**src/design/mips16_cfg.svh**
```systemverilog
`ifndef MIPS16_CFG_SVH
`define MIPS16_CFG_SVH

// core datapath widths
`define MIPS16_DATA_W   16  // data word and instruction word
`define MIPS16_RADDR_W  3   // eight registers
`define MIPS16_PC_W     8   // 256-word instruction space

// instruction fields
`define MIPS16_IMM_W    6   // signed immediate, also the branch offset
`define MIPS16_OP_W     4   // opcode in bits 15..12

// data memory
`define MIPS16_DMEM_AW  8   // 256 words, low bits of the alu result

`endif

```
**src/design/mips16_pkg.sv**
```systemverilog
`include "mips16_cfg.svh"

package mips16_pkg;

	typedef logic [`MIPS16_DATA_W-1:0]  word_t;
	typedef logic [`MIPS16_RADDR_W-1:0] raddr_t;
	typedef logic [`MIPS16_PC_W-1:0]    pc_t;
	typedef logic [`MIPS16_IMM_W-1:0]   imm_t;

	// codes 13..15 decode as nop
	typedef enum logic [`MIPS16_OP_W-1:0] {
		OP_NOP = 0,
		OP_ADD,
		OP_SUB,
		OP_AND,
		OP_OR,
		OP_XOR,
		OP_SLL,
		OP_SRA,
		OP_SRL,
		OP_ADDI,
		OP_LD,
		OP_ST,
		OP_BZ
	} opcode_e;

	typedef enum logic [2:0] {
		ALU_ADD,
		ALU_SUB,
		ALU_AND,
		ALU_OR,
		ALU_XOR,
		ALU_SLL,
		ALU_SRA,
		ALU_SRL
	} alu_cmd_e;

	// 57 bits, decode to execute
	typedef struct packed {
		alu_cmd_e alu_cmd;
		word_t    src_a;
		word_t    src_b;      // register or sign-extended imm
		logic     mem_we;
		word_t    store_data;
		logic     wb_en;
		raddr_t   wb_dest;    // 0 for st, bz, nop, bubbles
		logic     wb_from_mem;
	} id_ex_t;

	// 38 bits, execute to memory
	typedef struct packed {
		word_t  alu_result;
		logic   mem_we;
		word_t  store_data;
		logic   wb_en;
		raddr_t wb_dest;
		logic   wb_from_mem;
	} ex_mem_t;

	// 37 bits, memory to writeback
	typedef struct packed {
		word_t  alu_result;
		word_t  load_data;
		logic   wb_en;
		raddr_t wb_dest;
		logic   wb_from_mem;
	} mem_wb_t;

endpackage

```
**src/design/regfile_rd_if.sv**
```systemverilog
`timescale 1ns/1ps

// two combinational read ports, same-cycle data
interface regfile_rd_if;
	import mips16_pkg::*;

	raddr_t addr1;
	raddr_t addr2; // src2, or the dest field for st
	word_t  data1;
	word_t  data2;

	modport decode (
		output addr1,
		output addr2,
		input  data1,
		input  data2
	);

	modport regfile (
		input  addr1,
		input  addr2,
		output data1,
		output data2
	);

endinterface

```
**src/design/register_file.sv**
```systemverilog
`timescale 1ns/1ps
`include "mips16_cfg.svh"

module register_file (
	input  logic                clk,
	input  logic                rst,
	input  logic                wb_en,
	input  mips16_pkg::raddr_t  wb_dest,
	input  mips16_pkg::word_t   wb_data,
	regfile_rd_if.regfile       rd
);
	import mips16_pkg::*;

	localparam int NUM_REGS = 1 << `MIPS16_RADDR_W;

	word_t regs [NUM_REGS];

	always_ff @(posedge clk or posedge rst) begin
		if (rst) begin
			for (int i = 0; i < NUM_REGS; i++)
				regs[i] <= '0;
		end else if (wb_en) begin
			regs[wb_dest] <= wb_data; // r0 may be written, masked on read
		end
	end

	assign rd.data1 = (rd.addr1 == '0) ? '0 : regs[rd.addr1];
	assign rd.data2 = (rd.addr2 == '0) ? '0 : regs[rd.addr2];

	// a retired write to r0 must stay invisible to decode
	a_r0_zero: assert property (@(posedge clk) disable iff (rst)
		(wb_en && wb_dest == '0) |=>
			(rd.addr1 != '0 || rd.data1 == '0) && (rd.addr2 != '0 || rd.data2 == '0));

endmodule

```
**src/flat_wrapper.sv**
```systemverilog
// flat-port wrapper written by rule: the top's interface ports become plain ports
module register_file_flat import mips16_pkg::*;
  (clk, rst, wb_en, wb_dest, wb_data, rd_addr1, rd_addr2, rd_data1, rd_data2);
  regfile_rd_if rd_i ();
  input  logic clk;
  input  logic rst;
  input  logic wb_en;
  input  mips16_pkg::raddr_t wb_dest;
  input  mips16_pkg::word_t wb_data;
  input wire logic [$bits(rd_i.addr1)-1:0] rd_addr1;
  input wire logic [$bits(rd_i.addr2)-1:0] rd_addr2;
  output wire logic [$bits(rd_i.data1)-1:0] rd_data1;
  output wire logic [$bits(rd_i.data2)-1:0] rd_data2;
  assign rd_i.addr1 = rd_addr1;
  assign rd_i.addr2 = rd_addr2;
  assign rd_data1 = rd_i.data1;
  assign rd_data2 = rd_i.data2;
  register_file u_core (.clk(clk), .rst(rst), .wb_en(wb_en), .wb_dest(wb_dest), .wb_data(wb_data), .rd(rd_i));
endmodule
```
**config.mk**
```make
export PLATFORM = sky130hd
export DESIGN_NAME = register_file_flat
export DESIGN_NICKNAME = d
export VERILOG_FILES = /design/src/design/mips16_pkg.sv /design/src/design/regfile_rd_if.sv /design/src/design/register_file.sv /design/src/flat_wrapper.sv
export VERILOG_INCLUDE_DIRS = /design/src /design/src/design
export SDC_FILE = /design/constraint.sdc
export NUM_CORES = 1
export LEC_CHECK = 0
export CELL_PAD_IN_SITES_DETAIL_PLACEMENT = 1
export CELL_PAD_IN_SITES_GLOBAL_PLACEMENT = 1
export CORE_MARGIN = 8
export CORE_UTILIZATION = 47
export DETAILED_ROUTE_END_ITERATION = 7
export DONT_BUFFER_PORTS = 1
export PLACE_DENSITY_LB_ADDON = 0.1
export SLEW_MARGIN = 20
export SYNTH_ARGS = -nofsm -noshare
export SYNTH_HDL_FRONTEND = slang
export SYNTH_SLANG_ARGS = --single-unit
```
**constraint.sdc**
```tcl
create_clock -name clk -period 3.2 [get_ports clk]
set_input_delay 0.32 -clock clk [delete_from_list [all_inputs] [get_ports clk]]
set_output_delay 0.32 -clock clk [all_outputs]
set_load 0.02 [all_outputs]
```
==> flow_metrics.env, run 1 <==
export IMPL_status="finished with violations"
export IMPL_violations="hold timing"
export IMPL_root_buffer="clkbuf_16"
export IMPL_crit_fanout=18
export IMPL_clk_latency_ns=0.35
export IMPL_yosys_warnings=0
export IMPL_final_max_slew_viol_count=0
export IMPL_largest_register="u_core.regs"
export IMPL_synth_top_area_cell="dfrtp_1"
export IMPL_hp_class="input pin to asynchronous set/reset pin"
export IMPL_die_width_microns=130
export IMPL_r2r_slack_ns=2.40
export IMPL_cts_buffers=9
export IMPL_finalSetupViolCount=0
export IMPL_critPathBufInv=2
export IMPL_r2r_end="u_core.regs[101]"
export IMPL_crit_path_frequent_cell="buf_4"
export IMPL_path_cells="nor2b_1 -> buf_4 -> a221oi_1 -> buf_4"
export IMPL_postLayoutCellArea_sq_um=6620
export IMPL_n_antenna_cell=0
export IMPL_clockBufferDepth=2
export IMPL_ctsHoldBuffers=0
export IMPL_mostFrequentLayoutCells="134 x mux2_2, 112 x dfrtp_1, 64 x mux2i_1"
export IMPL_ys_ff_latch=112
export IMPL_fin_setup_tns_ns=0
export IMPL_cp_end_kind="primary output"
export IMPL_required_ns=2.88
export IMPL_cts_sinks=112
export IMPL_relSlewSlack_pct=25.9
export IMPL_seqPwrFrac_pct=46.6
export IMPL_cts_tree="yes"
export IMPL_timing_final_crit_share_pct=67.5
export IMPL_intPower_uw=3030
export IMPL_syn_avg_cell_area_sq_um=13.6
export IMPL_synth_area_leaders="dfrtp_1 46%, mux2_2 25%, mux2i_1 11%, a221oi_1 8.6%, mux2_4 2.5%"
export IMPL_first_iter_violations=277
export IMPL_synth_fa_ha_area_share_pct=0
export IMPL_start_util_pct=48.3
export IMPL_skew_ns=0
export IMPL_postCtsSetupBuffers=0
export IMPL_yosysUniqueCellTypes=24
export IMPL_syn_nets=475
export IMPL_rsz0062_at_grt="no"
export IMPL_largest_reg_flops=112
export IMPL_cts_resized=0
export IMPL_wl_per_cell_microns=26.4
export IMPL_mostFrequentLayoutCell="mux2_2"
export IMPL_grt_pass1_wl_microns=25700
export IMPL_post_dp_cell_area_sq_um=6280
export IMPL_cpPeakStageDelay_ns=0.85
export IMPL_clkTransAtPathRegs_ns=0.07
export IMPL_htreeDepth=3
export IMPL_die_area_sq_um=16900
export IMPL_r2r_start="u_core.regs[101]"
export IMPL_crit_type="input pin to primary output"
export IMPL_top_regs="u_core.regs: 112 flops"
export IMPL_startpoint="rd_addr1[2]"
export IMPL_synth_area_mux_share_pct=37.8
export IMPL_rr_worst_depth=1
export IMPL_vias_per_cell=6.41
export IMPL_utilization_pct=52.5
export IMPL_worst_setup_path_start_kind="input pin"
export IMPL_min_period_ns=2.16
export IMPL_crit_family="simple AND/OR/NAND/NOR gates"
export IMPL_cp_slowest_cell="nor2b_1"
export IMPL_fmax_mhz=463
export IMPL_fillerInstances=1271
export IMPL_core_sq_um=12600
export IMPL_tightest_slew_ns=1.11
export IMPL_num_rows=41
export IMPL_synth_top_family_by_area="multiplexers"
export IMPL_synth_compound_area_share_pct=9.29
export IMPL_drtPass1Iterations=4
export IMPL_yosysSeqAreaShare_pct=46.0
export IMPL_antenna_found_initial=0
export IMPL_grt_pass1_vias=4257
export IMPL_die_h_microns=130
export IMPL_nets=472
export IMPL_holdWs_ns=-0.00239
export IMPL_synth_top_area_share_pct=46.0
export IMPL_multi_input_comb_area_sq_um=3030
export IMPL_gp_congestion=0.741
export IMPL_synthCells=447
export IMPL_drcViolationCount=0
export IMPL_yosys_area_share_xor_xnor_pct=0
export IMPL_dpl_hpwl_microns=10100
export IMPL_pwr_share_clk_pct=30.5
export IMPL_grt_max_degree=77
export IMPL_area_growth_pct=8.73
export IMPL_drive_gt1_share_pct=43.7
export IMPL_cap_violations=0
export IMPL_yosys_area_share_simple_pct=2.77
export IMPL_seqCellArea_sq_um=2800
export IMPL_p_leak_uw=0.00286
export IMPL_portBuffers=0
export IMPL_switchingPower_uw=1200
export IMPL_overflow=0
export IMPL_ant_nets=0
export IMPL_wirelength_microns=16400
export IMPL_cp_arrival_ns=1.84
export IMPL_grt_usage_pct=20.3
export IMPL_vias=3981
export IMPL_switching_share_pct=28.3
export IMPL_io_pins=60
export IMPL_comb_power_share_pct=22.9
export IMPL_hold_viol_final=1
export IMPL_syn_area_sq_um=6090
export IMPL_peakVddDrop_uv=285
export IMPL_p_per_area_nw_per_um2=638
==> cells by family after synthesis <==
kind of cell / after synthesis
mux: 208
compound gates: 66
buf+inv: 44
simple gates: 17
flops: 112
==> power groups by stage <==
| stage | clock network, uW | registers, uW | logic, uW |
|---|---|---|---|
| 4_1_cts | 1310 | 1970 | 981 |
| 5_1_grt | 1370 | 2010 | 1050 |
| 6_report | 1290 | 1970 | 967 |
| 2_1_floorplan | 0 | 1910 | 826 |
| 3_3_place_gp | 0 | 1970 | 949 |
| 3_5_place_dp | 0 | 1990 | 975 |
==> layer usage <==
metal | up-vias | GRT usage [%] | wire [microns]
li1 | 1735 | - | -
met1 | 2130 | 26.1 | 7380
met2 | 98 | 33.4 | 7980
met3 | 18 | 4.08 | 750
met4 | 0 | 7.24 | 272
met5 | - | 0 | 0
==> final cells by class <==
type	instances	share of cell area (%)
clock inverter	4	1.11
timing repair buffer	27	3.25
tap	172	3.25
sequential	112	42.3
inverter	3	0.227
multi-input combinational	291	45.8
clock buffer	12	4.02
==> stage by stage <==
stage / power [uW] / hold WS (ns) / cells / setup WS [ns]
final: 4230 / -0.00239 / 621 / 1.04
after global routing: 4430 / 0.0506 / 621 / 0.999
after CTS: 4260 / 0.00654 / 621 / 1.05
after detailed placement: 2970 / 0.400 / 605 / 1.06
after global placement: 2920 / 0.394 / 605 / 1.09
after floorplan: 2740 / 0.468 / 447 / 1.25
==> worst max path at each step <==
stage	end	slack, ns	cells after the start
finish	rd_data1[12]	1.04	4
global route	rd_data1[5]	1.0	4
CTS	rd_data1[12]	1.05	4
detailed placement	rd_data1[12]	1.06	4
global placement	rd_data1[13]	1.09	4
floorplan	rd_data2[10]	1.25	5
==> synthesized netlist by cell type <==
cell type    n
buf_4        8
buf_6        3
buf_12       1
clkbuf_1    11
a31oi_1      2
mux2i_1     64
mux2_4      10
and2b_1      1
nor3b_4      2
a22o_1       2
nand4_2      1
and2_1       2
a221oi_1    60
buf_2       16
nand2b_4     1
nand2_1      3
nand4b_2     3
inv_1        3
dfrtp_1    112
nor2b_1      3
nor3_2       1
mux2_2     134
a21oi_1      2
buf_1        2
Note: power is estimated with default switching activity, not from simulation.
==> run 2: changes to the inputs <==
Clock period 3.2 ns to 1.9 ns, I/O delays scaled along.
==> run 2 against run 1 <==
Compared with the run above: the run now ends clean; power grew 63%; clock-buffer cell count is the same; combinational power grew 86%; hold slack gained 0.35 ns; first-iteration DRC count shrank 12%; wire length grew 0.30%; cell area grew 4.7%; critical path depth is the same; die area is the same; clock power grew 36%; core utilization grew 2.4 points; largest power group unchanged.
==> flow_metrics.env, run 2 (synthesized netlist as in run 1, its figures left out) <==
export IMPL_holdWs_ns=0.349
export IMPL_whs_path_depth=3
export IMPL_seqCellArea_sq_um=2800
export IMPL_hp_class="input pin to register"
export IMPL_nets=507
export IMPL_gp_congestion=0.708
export IMPL_r2r_start="u_core.regs[110]"
export IMPL_crit_path_frequent_cell="a221oi_1"
export IMPL_intPower_uw=4860
export IMPL_dp_cells=622
export IMPL_overflow=0
export IMPL_die_area_sq_um=16900
export IMPL_die_h_microns=130
export IMPL_cts_sinks=112
export IMPL_status="complete, no violations"
export IMPL_drcViolationCount=0
export IMPL_r2r_slack_ns=1.09
export IMPL_crit_family="compound AO/OA/AOI/OAI gates"
export IMPL_portBuffers=0
export IMPL_switchingPower_uw=2030
export IMPL_timing_final_crit_share_pct=99.0
export IMPL_vias=4038
export IMPL_crit_fanout=3
export IMPL_hp_start="wb_dest[2]"
export IMPL_dpl_hpwl_microns=10300
export IMPL_postCtsSetupBuffers=0
export IMPL_pwr_share_clk_pct=25.6
export IMPL_htreeDepth=3
export IMPL_wl_per_cell_microns=25.0
export IMPL_relSlewSlack_pct=26.0
export IMPL_vias_per_cell=6.16
export IMPL_tightest_slew_ns=1.11
export IMPL_fillerInstances=1257
export IMPL_wirelength_microns=16400
export IMPL_final_max_slew_viol_count=0
export IMPL_antenna_found_initial=0
export IMPL_rsz0062_at_grt="yes"
export IMPL_drtPass1Iterations=6
export IMPL_ant_nets=0
export IMPL_io_pins=60
export IMPL_mostFrequentLayoutCells="134 x mux2_2, 112 x dfrtp_1, 64 x mux2i_1"
export IMPL_min_period_ns=1.88
export IMPL_grt_pass1_vias=4428
export IMPL_layout_cells_non_filler=656
export IMPL_num_rows=41
export IMPL_switching_share_pct=29.4
export IMPL_largest_reg_flops=112
export IMPL_cp_end_kind="primary output"
export IMPL_largest_register="u_core.regs"
export IMPL_finalSetupViolCount=0
export IMPL_grt_usage_pct=20.5
export IMPL_first_iter_violations=244
export IMPL_cp_slowest_cell="dfrtp_1"
export IMPL_grt_max_degree=113
export IMPL_mostFrequentLayoutCell="mux2_2"
export IMPL_area_growth_pct=13.8
export IMPL_top_regs="u_core.regs: 112 flops"
export IMPL_path_cells="mux2_2 -> a221oi_1 -> a221oi_1 -> buf_4"
export IMPL_p_leak_uw=0.00302
export IMPL_fmax_mhz=532
export IMPL_crit_type="register to primary output"
export IMPL_required_ns=1.71
export IMPL_p_per_area_nw_per_um2=994
export IMPL_cap_violations=0
export IMPL_hold_viol_final=0
export IMPL_min_to="u_core.regs[110]"
export IMPL_comb_power_share_pct=26.1
export IMPL_utilization_pct=54.9
export IMPL_cts_tree="yes"
export IMPL_core_sq_um=12600
export IMPL_clk_latency_ns=0.34
export IMPL_skew_ns=0
export IMPL_multi_input_comb_area_sq_um=3100
export IMPL_critPathBufInv=1
export IMPL_peakVddDrop_uv=551
export IMPL_root_buffer="clkbuf_16"
export IMPL_start_util_pct=48.3
export IMPL_cts_buffers=9
export IMPL_fin_setup_tns_ns=0
export IMPL_r2r_end="u_core.regs[110]"
export IMPL_seqPwrFrac_pct=48.3
export IMPL_worst_setup_path_start_kind="register"
export IMPL_die_width_microns=130
export IMPL_cp_arrival_ns=1.69
export IMPL_drive_gt1_share_pct=45.7
export IMPL_n_antenna_cell=0
export IMPL_rr_worst_depth=1
export IMPL_cpPeakStageDelay_ns=0.40
export IMPL_grt_pass1_wl_microns=26000
export IMPL_clkTransAtPathRegs_ns=0.07
export IMPL_clockBufferDepth=2
-- run 2: changes by cell type in the layout (fill, tap and decap cells not counted), sizes merged --
cell	before	now
clkinv	1	4
bufinv	2	0
inv	3	2
dlygate4sd3	0	18
buf	27	44
-- run 2: per-stage QoR --
| stage | setup slack, ns | cell area [sq um] | power, uW |
|---|---|---|---|
| 2_1_floorplan | 0.213 | 6090 | 4610 |
| 3_3_place_gp | 0.108 | 6420 | 5000 |
| 5_1_grt | -0.0300 | 6930 | 7250 |
| 6_report | 0.0191 | 6930 | 6890 |
| 4_1_cts | 0.0240 | 6870 | 6910 |
| 3_5_place_dp | 0.0966 | 6420 | 5080 |
-- run 2: area by class of cell --
class,instances,share of cell area [%]
Tap cell,172,3.10
Multi-Input combinational cell,291,44.7
Sequential cell,112,40.4
Timing Repair Buffer,62,7.73
Inverter,3,0.217
Clock buffer,12,3.56
Clock inverter,4,0.289
-- run 2: worst max path at each step --
stage / startpoint / end / slack [ns] / depth (start not counted)
floorplan: rd_addr2[1] / rd_data2[10] / 0.21 / 5
global placement: rd_addr1[2] / rd_data1[14] / 0.11 / 5
detailed placement: rd_addr1[2] / rd_data1[14] / 0.1 / 5
CTS: u_core.regs[93] / rd_data2[13] / 0.02 / 4
global route: u_core.regs[106] / rd_data1[10] / -0.03 / 4
finish: u_core.regs[76] / rd_data2[12] / 0.02 / 4
-- run 2: metal layers --
metal	vias up	global-route usage [%]	share of wire, %	wire [microns]
met5	-	0	0	0
met4	0	5.67	1.1	186
met3	14	3.47	3.1	512
met2	76	33.8	49	8030
met1	2152	27.2	47	7700
li1	1796	-	-	-
-- run 2: timing repair --
action	in CTS	in global routing
hold buffers	17	1
gates resized for setup	2	8
pin swaps	0	1
hold endpoints to repair	223	1
endpoints found under the setup margin	2	13
gates cloned	0	0
-- run 2: power groups by stage --
stage,clock [uW],sequential (uW),combinational [uW]
after global routing,1900,3400,1950
after detailed placement,0,3350,1730
after floorplan,0,3220,1390
after global placement,0,3310,1690
after CTS,1800,3310,1800
final,1760,3330,1800
==> run 3: changes to the inputs <==
Settings changed: ABC_AREA set to 1, CORE_UTILIZATION 47 to 41.
==> run 3 against run 2 <==
Compared with the run above: cell area is 24% higher; area after synthesis is 25% higher; wire length is 65% higher; setup slack better by 0.14 ns; power is 30% higher; highest routed layer unchanged.
==> flow_metrics.env, run 3 <==
export IMPL_status="complete, no violations"
export IMPL_clkTransAtPathRegs_ns=0.06
export IMPL_nets=1192
export IMPL_cpPeakStageDelay_ns=0.44
export IMPL_peakVddDrop_uv=648
export IMPL_multi_input_comb_area_sq_um=3450
export IMPL_synth_top_area_share_pct=42.2
export IMPL_syn_nets=1200
export IMPL_ant_nets=0
export IMPL_portBuffers=0
export IMPL_worst_setup_path_start_kind="register"
export IMPL_largest_register="u_core.regs"
export IMPL_tightest_slew_ns=0.593
export IMPL_cp_end_kind="primary output"
export IMPL_start_util_pct=42.0
export IMPL_postLayoutCellArea_sq_um=8610
export IMPL_ys_async_sr_fraction_pct=100
export IMPL_cts_tree="yes"
export IMPL_cp_arrival_ns=1.55
export IMPL_path_cells="inv_1 -> nand2_1 -> nand3_1 -> nand3_1 -> nand2_1 -> nor2_1"
export IMPL_syn_area_sq_um=7590
export IMPL_r2r_start="u_core.regs[5]"
export IMPL_antenna_found_initial=0
export IMPL_fin_setup_tns_ns=0
export IMPL_fillerInstances=2380
export IMPL_mostFrequentLayoutCells="457 x nand2_1, 161 x nand3_1, 146 x inv_1"
export IMPL_post_dp_cell_area_sq_um=7840
export IMPL_die_width_microns=152
export IMPL_dpl_hpwl_microns=17400
export IMPL_p_per_area_nw_per_um2=1040
export IMPL_p_total_uw=8950
export IMPL_yosysSeqAreaShare_pct=42.2
export IMPL_drtPass1Iterations=5
export IMPL_rsz0062_at_grt="no"
export IMPL_synth_main_ff_cell="dfrtp_1"
export IMPL_vias_per_cell=5.35
export IMPL_synth_edf_count=0
export IMPL_grt_max_degree=67
export IMPL_crit_type="register to primary output"
export IMPL_crit_family="simple AND/OR/NAND/NOR gates"
export IMPL_mostFrequentLayoutCell="nand2_1"
export IMPL_hp_class="input pin to register"
export IMPL_clk_latency_ns=0.42
export IMPL_synth_top_area_cell="dfrtp_1"
export IMPL_first_iter_violations=403
export IMPL_synth_most_common_cell="nand2_1"
export IMPL_hp_start="wb_data[0]"
export IMPL_wirelength_microns=27100
export IMPL_syn_avg_cell_area_sq_um=6.48
export IMPL_synth_area_leaders="dfrtp_1 42%, nand2_1 23%, nand3_1 11%, o21ai_0 7.6%, inv_1 7.3%"
export IMPL_final_max_slew_viol_count=0
export IMPL_htreeDepth=4
export IMPL_root_buffer="clkbuf_16"
export IMPL_num_rows=49
export IMPL_cap_violations=0
export IMPL_grt_pass1_vias=7968
export IMPL_area_growth_pct=13.4
export IMPL_relSlewSlack_pct=60.4
export IMPL_grt_pass1_wl_microns=44300
export IMPL_finalSetupViolCount=0
export IMPL_cp_slowest_cell="nor2_1"
export IMPL_die_area_sq_um=23100
export IMPL_synthCells=1172
export IMPL_vias=7525
export IMPL_fmax_mhz=573
export IMPL_yosys_warnings=0
export IMPL_postCtsSetupBuffers=0
export IMPL_min_period_ns=1.74
export IMPL_gp_congestion=0.841
export IMPL_synth_top_cells_by_count="457 x nand2_1, 161 x nand3_1, 147 x inv_1"
export IMPL_cts_sinks=128
export IMPL_p_leak_uw=0.00467
export IMPL_top_regs="u_core.regs: 128 flops"
export IMPL_critPathBufInv=1
export IMPL_io_pins=60
export IMPL_n_antenna_cell=0
export IMPL_crit_fanout=3
export IMPL_core_sq_um=18100
export IMPL_grt_usage_pct=24.0
export IMPL_cts_buffers=17
export IMPL_drcViolationCount=0
export IMPL_wl_per_cell_microns=19.3
export IMPL_overflow=0
export IMPL_skew_ns=0
export IMPL_startpoint="u_core.regs[11]"
export IMPL_timing_final_crit_share_pct=91.8
export IMPL_largest_reg_flops=128
export IMPL_clockBufferDepth=2
export IMPL_hold_viol_final=0
export IMPL_drive_gt1_share_pct=5.78
export IMPL_required_ns=1.71
export IMPL_yosysUniqueCellTypes=15
export IMPL_ys_ff_latch=128
export IMPL_die_h_microns=152
export IMPL_seqCellArea_sq_um=3200
## run 3: cell count changes after synthesis, sizes merged, moves of 27 or more
cell,delta
o21ai,+128
nand2,+454
mux2,-144
mux2i,-64
nand3,+161
buf,+27
inv,+150
a221oi,-60
nor2,+70
## run 3: where the power goes
part,switching [uW],internal [uW],total (uW)
clock network,1260,2130,3400
logic,1380,676,2050
registers,256,3240,3500
## run 3: final timing paths
| check | slack, ns | endpoint | cells past startpoint |
|---|---|---|---|
| setup reg to reg | 1.14 | u_core.regs[5] | 2 |
| hold / removal | 0.03 | u_core.regs[48] | 2 |
| hold reg to reg | 0.48 | u_core.regs[106] | 2 |
| setup / recovery | 0.16 | rd_data1[11] | 6 |
| min in group asynchronous | 0.31 | u_core.regs[16] | 2 |
| max in group asynchronous | 0.97 | u_core.regs[9] | 3 |
## run 3: kinds of logic after synthesis
logic type / Yosys count / share of synthesized area (%)
AO/OA/AOI/OAI: 128 / 8.44
AND/OR/NAND/NOR: 689 / 37.0
buffers and inverters: 227 / 12.4
flip-flops: 128 / 42.2
## run 3: per-stage QoR
step	setup WS, ns	std cells	util, %	hold WS (ns)
5_1_grt	0.0435	1406	47.6	0.0421
4_1_cts	0.142	1406	47.6	0.0199
6_report	0.156	1406	47.6	0.0307
3_3_place_gp	0.367	1357	43.3	0.151
2_1_floorplan	0.129	1172	-	0.311
3_5_place_dp	0.375	1357	43.3	0.153
## run 3: routing by layer
layer / wire length (microns) / up-vias / part of all wire (%) / global-route usage [%]
li1: - / 3588 / - / -
met1: 12100 / 3734 / 44 / 30.2
met2: 13300 / 168 / 49 / 41.4
met3: 1240 / 35 / 4.6 / 4.51
met4: 480 / 0 / 1.8 / 6.52
met5: 0 / - / 0 / 0
## run 3: what timing repair did
action | 4_1_cts | 5_1_grt
hold buffers | 17 | 0
resized for setup | 0 | 0
endpoints found under the hold margin | 35 | 0
## run 3: layout make-up
class / count / area share, %
multi-input cells: 817 / 40.0
clock inverters: 9 / 1.54
inverters: 153 / 6.71
well taps: 229 / 3.33
repair buffers: 47 / 5.75
clock buffers: 23 / 5.44
flip-flops and latches: 128 / 37.2
